===== src/common/branch_pkg.sv =====
// Shared branch types and RV32I opcode constants that cover only JAL, JALR and the six conditional branches
`default_nettype none

package branch_pkg;

  // Branch operation as seen by decode, target and the top level
  typedef enum logic [3:0] {
    JAL,
    JALR,
    BEQ,
    BNE,
    BLT,
    BGE,
    BLTU,
    BGEU,
    NONE
  } instr_name_e;

  // One instruction word read both as B-type and as J-type
  // The JALR I-type immediate sits in the top 12 bits of the J-type layout
  typedef union packed {
    struct packed {
      logic       imm12;
      logic [5:0] imm10_5;
      logic [4:0] rs2;
      logic [4:0] rs1;
      logic [2:0] funct3;
      logic [3:0] imm4_1;
      logic       imm11;
      logic [6:0] opcode;
    } b_fmt;
    struct packed {
      logic       imm20;
      logic [9:0] imm10_1;
      logic       imm11;
      logic [7:0] imm19_12;
      logic [4:0] rd;
      logic [6:0] opcode;
    } j_fmt;
  } instr_word_u;

  // Major opcodes
  localparam logic [6:0] OPC_BRANCH = 7'b1100011;
  localparam logic [6:0] OPC_JAL    = 7'b1101111;
  localparam logic [6:0] OPC_JALR   = 7'b1100111;

  // Conditional branch funct3 encodings, 3'b010 and 3'b011 are reserved
  localparam logic [2:0] F3_BEQ  = 3'b000;
  localparam logic [2:0] F3_BNE  = 3'b001;
  localparam logic [2:0] F3_BLT  = 3'b100;
  localparam logic [2:0] F3_BGE  = 3'b101;
  localparam logic [2:0] F3_BLTU = 3'b110;
  localparam logic [2:0] F3_BGEU = 3'b111;

endpackage

`default_nettype wire


===== src/logic/branch_decode.sv =====
// Combinational decode of branch and jump words only, anything else is flagged illegal with a zero immediate
`timescale 1ns/1ps
`default_nettype none

module branch_decode
  import branch_pkg::*;
(
  input  wire logic [31:0] i_instr,
  output instr_name_e      o_instr_name,
  output logic      [31:0] o_immediate,
  output logic             o_illegal
);

  instr_word_u word;
  instr_name_e name;
  logic [31:0] imm;
  logic        legal_op;

  assign word = i_instr;

  always_comb begin
    name = NONE;
    imm  = 32'h0;

    case (word.b_fmt.opcode)
      OPC_BRANCH: begin
        case (word.b_fmt.funct3)
          F3_BEQ:  name = BEQ;
          F3_BNE:  name = BNE;
          F3_BLT:  name = BLT;
          F3_BGE:  name = BGE;
          F3_BLTU: name = BLTU;
          F3_BGEU: name = BGEU;
          default: name = NONE;
        endcase
        if (name != NONE) begin
          imm = {{20{word.b_fmt.imm12}},
                 word.b_fmt.imm11,
                 word.b_fmt.imm10_5,
                 word.b_fmt.imm4_1,
                 1'b0};
        end
      end
      OPC_JAL: begin
        name = JAL;
        imm  = {{12{word.j_fmt.imm20}},
                word.j_fmt.imm19_12,
                word.j_fmt.imm11,
                word.j_fmt.imm10_1,
                1'b0};
      end
      OPC_JALR: begin
        // I-type immediate is instr[31:20]
        name = JALR;
        imm  = {{20{word.j_fmt.imm20}},
                word.j_fmt.imm20,
                word.j_fmt.imm10_1,
                word.j_fmt.imm11};
      end
      default: begin
        name = NONE;
        imm  = 32'h0;
      end
    endcase

    // Legality is derived from the raw fields and not from the case above
    legal_op = (word.j_fmt.opcode == OPC_JAL) ||
               (word.j_fmt.opcode == OPC_JALR) ||
               ((word.b_fmt.opcode == OPC_BRANCH) && (word.b_fmt.funct3[2:1] != 2'b01));

    assert (legal_op == (name != NONE))
      else $error("decode mismatch between illegal flag and operation for %h", i_instr);

    o_instr_name = name;
    o_immediate  = imm;
    o_illegal    = !legal_op;
  end

endmodule

`default_nettype wire


===== src/branch/branch_target.sv =====
// Combinational target and link computation that expects a decoded operation and a sign-extended immediate
`timescale 1ns/1ps
`default_nettype none

module branch_target
  import branch_pkg::*;
(
  input  wire logic [31:0] i_data_1,
  input  wire logic [31:0] i_data_2,
  input  wire logic [31:0] i_address,
  input  wire logic [31:0] i_immediate,
  input  wire instr_name_e i_instr_name,
  output logic      [31:0] o_jump_result,
  output logic      [31:0] o_store_result
);

  logic [31:0] seq_pc;
  logic [31:0] rel_target;
  logic [31:0] reg_target;
  logic        equal;
  logic        less_s;
  logic        less_u;
  logic        taken;

  assign seq_pc     = i_address + 32'd4;
  assign rel_target = i_address + i_immediate;

  // JALR drops bit 0 of the sum
  assign reg_target = (i_data_1 + i_immediate) & ~32'd1;

  assign equal  = (i_data_1 == i_data_2);
  assign less_s = ($signed(i_data_1) < $signed(i_data_2));
  assign less_u = (i_data_1 < i_data_2);

  always_comb begin
    case (i_instr_name)
      BEQ:     taken = equal;
      BNE:     taken = !equal;
      BLT:     taken = less_s;
      BGE:     taken = !less_s;
      BLTU:    taken = less_u;
      BGEU:    taken = !less_u;
      default: taken = 1'b0;
    endcase
  end

  always_comb begin
    case (i_instr_name)
      JAL: begin
        o_jump_result = rel_target;
      end
      JALR: begin
        o_jump_result = reg_target;
      end
      BEQ, BNE, BLT, BGE, BLTU, BGEU: begin
        o_jump_result = taken ? rel_target : seq_pc;
      end
      default: begin
        // Non-branch falls through to the next word
        o_jump_result = seq_pc;
      end
    endcase
  end

  // Link value is the return address for every operation
  assign o_store_result = seq_pc;

endmodule

`default_nettype wire


===== src/branch/branch_resolve.sv =====
// Single register stage with no back-pressure, flags are valid only with o_valid and C_EXT relaxes alignment to 2 bytes
`timescale 1ns/1ps
`default_nettype none

module branch_resolve #(
  parameter bit C_EXT = 1'b0
) (
  input  wire logic        i_clk,
  input  wire logic        i_arst_n,
  input  wire logic        i_valid,
  input  wire logic        i_illegal,
  input  wire logic        i_link,
  input  wire logic [31:0] i_jump_result,
  input  wire logic [31:0] i_store_result,
  input  wire logic [31:0] i_pred_pc,
  output logic             o_valid,
  output logic             o_redirect,
  output logic             o_misaligned,
  output logic             o_illegal,
  output logic             o_rd_write,
  output logic      [31:0] o_next_pc,
  output logic      [31:0] o_rd_data
);

  logic redirect_d;
  logic misaligned_d;

  assign redirect_d = (i_jump_result != i_pred_pc);

  // Bit 1 only matters when every target has to be word aligned
  assign misaligned_d = i_jump_result[1] && !C_EXT;

  always_ff @(posedge i_clk or negedge i_arst_n) begin
    if (!i_arst_n) begin
      o_valid      <= 1'b0;
      o_redirect   <= 1'b0;
      o_misaligned <= 1'b0;
      o_illegal    <= 1'b0;
      o_rd_write   <= 1'b0;
    end else begin
      o_valid      <= i_valid;
      o_redirect   <= i_valid && redirect_d;
      o_misaligned <= i_valid && misaligned_d;
      o_illegal    <= i_valid && i_illegal;
      o_rd_write   <= i_valid && i_link && !i_illegal;
    end
  end

  // Data holds its last value between strobes
  always_ff @(posedge i_clk or negedge i_arst_n) begin
    if (!i_arst_n) begin
      o_next_pc <= 32'h0;
      o_rd_data <= 32'h0;
    end else if (i_valid) begin
      o_next_pc <= i_jump_result;
      o_rd_data <= i_store_result;
    end
  end

  // Flags stay low whenever there is no result
  a_flags_need_valid: assert property (
    @(posedge i_clk) disable iff (!i_arst_n)
    !o_valid |-> !(o_redirect || o_misaligned || o_illegal || o_rd_write)
  ) else $error("flag high without o_valid");

  // With compressed support no 2-byte aligned target is a fault
  a_no_misalign_c_ext: assert property (
    @(posedge i_clk) disable iff (!i_arst_n)
    C_EXT |-> !o_misaligned
  ) else $error("o_misaligned raised while C_EXT is set");

endmodule

`default_nettype wire


===== src/logic/branch_exec_top.sv =====
// Branch execution stage with one cycle of latency that accepts an instruction on every valid strobe
`timescale 1ns/1ps
`default_nettype none

module branch_exec_top
  import branch_pkg::*;
#(
  parameter bit C_EXT = 1'b0
) (
  input  wire logic        i_clk,
  input  wire logic        i_arst_n,
  input  wire logic        i_valid,
  input  wire logic [31:0] i_instr,
  input  wire logic [31:0] i_pc,
  input  wire logic [31:0] i_rs1_data,
  input  wire logic [31:0] i_rs2_data,
  input  wire logic [31:0] i_pred_pc,
  output logic             o_valid,
  output logic             o_redirect,
  output logic             o_misaligned,
  output logic             o_illegal,
  output logic             o_rd_write,
  output logic      [31:0] o_next_pc,
  output logic      [31:0] o_rd_data
);

  instr_name_e instr_name;
  logic [31:0] immediate;
  logic        illegal;
  logic        link;
  logic [31:0] jump_result;
  logic [31:0] store_result;

  branch_decode u_decode (
    .i_instr      (i_instr),
    .o_instr_name (instr_name),
    .o_immediate  (immediate),
    .o_illegal    (illegal)
  );

  branch_target u_target (
    .i_data_1       (i_rs1_data),
    .i_data_2       (i_rs2_data),
    .i_address      (i_pc),
    .i_immediate    (immediate),
    .i_instr_name   (instr_name),
    .o_jump_result  (jump_result),
    .o_store_result (store_result)
  );

  // Only the jumps write a link register
  assign link = (instr_name == JAL) || (instr_name == JALR);

  branch_resolve #(
    .C_EXT (C_EXT)
  ) u_resolve (
    .i_clk          (i_clk),
    .i_arst_n       (i_arst_n),
    .i_valid        (i_valid),
    .i_illegal      (illegal),
    .i_link         (link),
    .i_jump_result  (jump_result),
    .i_store_result (store_result),
    .i_pred_pc      (i_pred_pc),
    .o_valid        (o_valid),
    .o_redirect     (o_redirect),
    .o_misaligned   (o_misaligned),
    .o_illegal      (o_illegal),
    .o_rd_write     (o_rd_write),
    .o_next_pc      (o_next_pc),
    .o_rd_data      (o_rd_data)
  );

endmodule

`default_nettype wire


===== config.mk =====
export PLATFORM = sky130hd
export DESIGN_NAME = branch_exec_top
export DESIGN_NICKNAME = d
export VERILOG_FILES = /design/src/common/branch_pkg.sv /design/src/logic/branch_decode.sv /design/src/branch/branch_target.sv /design/src/branch/branch_resolve.sv /design/src/logic/branch_exec_top.sv
export SDC_FILE = /design/constraint.sdc
export NUM_CORES = 1
export LEC_CHECK = 0
export BUFFER_PORTS_ARGS = -buffer_cell sky130_fd_sc_hd__buf_2
export CAP_MARGIN = 15
export CORE_AREA = 3 3 179 181
export DETAILED_ROUTE_END_ITERATION = 10
export DIE_AREA = 0 0 182 184
export GPL_ROUTABILITY_DRIVEN = 0
export GPL_TIMING_DRIVEN = 0
export PLACE_DENSITY = 0.52
export SYNTH_ARGS = -nofsm -noshare
export SYNTH_HDL_FRONTEND = slang
export SYNTH_SLANG_ARGS = --single-unit

===== constraint.sdc =====
create_clock -name i_clk -period 2.25 [get_ports i_clk]
set_clock_uncertainty 0.05 [all_clocks]
set_input_delay 0.225 -clock i_clk [delete_from_list [all_inputs] [get_ports i_clk]]
set_output_delay 0.225 -clock i_clk [all_outputs]
set_load 0.03 [all_outputs]

==> metrics.md <==
| Metric | Value |
|---|---|
| Status | finished with violations |
| Vias in the first global route | between 10k and 15k |
| Max stage delay cell, worst path | a211oi_2 |
| Max clock buf depth | 2 |
| Via count | 12.73k |
| Reg2Reg Depth | 1 |
| Kind of critical path | input pin to register |
| Synth Flop Type | dfrtp_1 |
| IO Count | roughly 230 |
| Static leakage power | ~6.7 nW |
| Setup TNS Final | -39.46 ns |
| Worst hold path class | input pin to asynchronous set/reset pin |
| Vias per std cell | roughly 6 |
| Setup Viol. Count Final | 34 |
| Overflow after GRT | 0 |
| Min Tclk post-route | 4.331 ns |
| Final core occ | 51.74% |
| Syn Inst Count | ~1.4k |
| Setup repair after global routing missed its margin | true |
| Total power | between 5 and 6 mW |
| Pin slew with the least headroom to its limit | 0.8953 ns |
| Row count | between 60 and 70 |
| CP required | around 2.4 ns |
| Cell depth of the worst setup path | 24 |
| Yosys top cell area share | 16.28% |
| Max stage delay on crit path | 0.38 ns |
| Die width | between 150 and 200 um |
| Crit share post-route | 192.5% |
| Slew HR | between 30% and 40% |
| F_max | between 200 and 250 MHz |
| Share of layout cells above drive strength 1 | a little over two fifths |
| Final WL | 47690 um |
| Critical path buffers and inverters | 5 |
| Mean Syn Cell Area | roughly 7.6 um2 |
| Peak supply drop | about 0.00036 V |
| Commonest non-fill, non-tap cell in the layout | buf_2 |
| CP Cell Sequence | buf_12 -> inv_12 -> ha_4 -> o21ba_4 -> nor3_4 -> buf_6 -> clkbuf_16 -> and2_4 -> ha_4 -> and2_4 -> nand2_1 -> mux2i_4 -> nand3_2 -> nor3_4 -> o21ai_2 -> o211ai_2 -> buf_4 -> a31oi_4 -> xnor2_2 -> a211oi_2 -> xnor2_1 -> nor4_2 -> and4_1 -> a41oi_2 |
| Fin nets | between 2k and 2.5k |
| Initial Utilization | 34.67% |
| Number of synthesized flops with an enable pin | 0 |
| Multi-input logic area | between 10000 and 15000 um2 |
| Reg2reg setup slack | about 1.4 ns |
| CP arrival | between 4 and 5 ns |
| Sequential Area | roughly 1700 um2 |
| Most frequent cells in the layout | buf_2 (224), nor2_1 (132), buf_4 (123), nand2_1 (108), a21oi_1 (83) |
| CTS Buf Count | 9 |
| Clk root buf | clkbuf_16 |
| Nature of the critical path endpoint | register |
| Remaining DRCs | 0 |
| Syn-to-layout area delta | 49.23% |
| Die area | roughly 33000 um2 |
| Post-DP HPWL | between 30000 and 40000 um |
| Syn Std Cell Area | around 11000 um2 |
| Top cells by area, synth | dfrtp_1 (16%), ha_1 (9.2%), a21oi_1 (5.6%) |
| Worst-skew pair later-pin latency | about 0.33 ns |
| PnR worst setup slack | -2.081 ns |
| Reg2reg end | u_resolve.o_rd_data[0] |
| Async SR Flop Fraction | 100.0% |
| IO buf count | 230 |
| Crit path max-delay family | simple AND/OR/NAND/NOR gates |
| # diodes | 0 |
| Synth area leader | dfrtp_1 |
| Filler instances | between 2k and 3k |
| Startpoint types | input pin |
| Worst-path fanout max | 6 |
| Power per cell area | approximately 320 nW/um2 |
| Routed Antenna Nets | 0 |
| Netlist cell types | around 110 |
| All-Layer GR Usage | 26.69% |
| TritonCTS clock tree | built |
| FF+latch count, synth | ~70 |
| Synth warn | 0 |
| Height of the die | 184 um |
| Clock-pin slew on the worst setup and hold paths | 0.05 ns |
| Fin. Hold Viols | between 40 and 50 |
| Core area | 30590 um2 |
| Post-Synthesis Net Count | 1635 |
| Slew Limit Fails | 0 |
| Drt pass-1 iters | 6 |
| DRT iter0 DRCs | around 1.1k |
| Drt wl/cell | about 22 um |
| CTS sink cnt | slightly below 70 |
| Hold_ws | -0.03748 ns |
| H-tree depth | 3 |
| Global-route wire length before repair | approximately 70000 um |
| Initial antenna violation count | 0 |
| R2R Path Start | u_resolve.o_rd_data[0] |
| Largest net degree at the start of global routing | 70 |
| Max Cap Violations | 0 |
| Sequential-to-total area share from yosys stat | about 16% |
| Failing checks | negative hold slack, negative setup slack |
## what timing repair did
item,CTS,global route
endpoints found under the hold margin,1,0
gates cloned,1,0
hold buffers,1,0
pin swaps,106,89
buffers inserted,100,37
setup endpoints to repair,40,39
resized for setup,215,115
## power breakdown
group	total [mW]	leakage, nW	switching [mW]	internal [mW]
clock network	1.26	0.129	0.493	0.766
logic	2.41	5.77	1.49	0.927
registers	1.43	0.781	0.0716	1.36
## worst max path at each step
stage / from / to / slack (ns)
detailed placement: i_instr[13] / u_resolve.o_redirect / -3.30
finish: i_instr[14] / u_resolve.o_redirect / -2.08
global route: i_instr[4] / u_resolve.o_redirect / -2.23
CTS: i_instr[14] / u_resolve.o_redirect / -2.07
global placement: i_instr[13] / u_resolve.o_redirect / -3.33
floorplan: i_instr[14] / u_resolve.o_redirect / -2.01
## through the flow
stage / instance area (um2) / setup slack (ns) / std cells
2_1_floorplan: 11210 / -2.015 / 1394
3_3_place_gp: 12860 / -3.330 / 2020
3_5_place_dp: 12860 / -3.304 / 2020
4_1_cts: 14980 / -2.067 / 2134
5_1_grt: 15830 / -2.227 / 2167
6_report: 15830 / -2.081 / 2167
## state kept, by name, summed over array words and instances, names as in the netlist
name,flops
u_resolve.o_misaligned,1
u_resolve.o_rd_data,32
u_resolve.o_redirect,1
u_resolve.o_rd_write,1
u_resolve.o_illegal,1
u_resolve.o_valid,1
u_resolve.o_next_pc,32
## Yosys cell counts, drive strengths merged (7+ instances only)
master and number:
xor2 51, mux2 14, o21a 9, nor3 32
nor2 150, o22ai 8, ha 78, inv 62
nand4 25, nand2 117, nand3 51, clkbuf 37
dfrtp 69, or2 8, a211oi 18, mux2i 13
a21o 32, a31oi 34, nor4 11, nand2b 15
nor4b 10, a221o 7, o2111ai 18, maj3 9
buf 33, nor2b 9, a21oi 125, and4 11
xnor2 63, or3 14, o211ai 17, a221oi 17
and2 22, o21ai 61, and3 19, o31ai 7
## per-layer routing
metal	vias to the layer above	wire (um)	global-route usage [%]	share of wire (%)
li1	5987	-	-	-
met1	6114	21590	38.09	45
met2	576	21700	43.60	46
met3	57	3393	2.948	7.1
met4	0	1000	5.789	2.1
met5	-	0	0	0
## cell type report
class,count,share of cell area (%)
Buffer,66,3.107
Clock buffer,13,1.581
Clock inverter,2,0.06325
Inverter,62,1.692
Multi-Input combinational cell,1193,64.68
Sequential cell,69,10.91
Tap cell,396,3.131
Timing Repair Buffer,365,14.79
Timing Repair inverter,1,0.04743
## cell families after synthesis
kind of cell,count (synthesis),share of synthesized area (%)
buffers and inverters,132,5.392
adders and majority gates,87,10.08
muxes,27,2.891
and+or+nand+nor,520,25.45
AOI/OAI and AO/OA,445,30.43
xor gates and xnor gates,114,9.486
DFF,69,16.28
No activity file was read; power rests on OpenSTA's default activity.
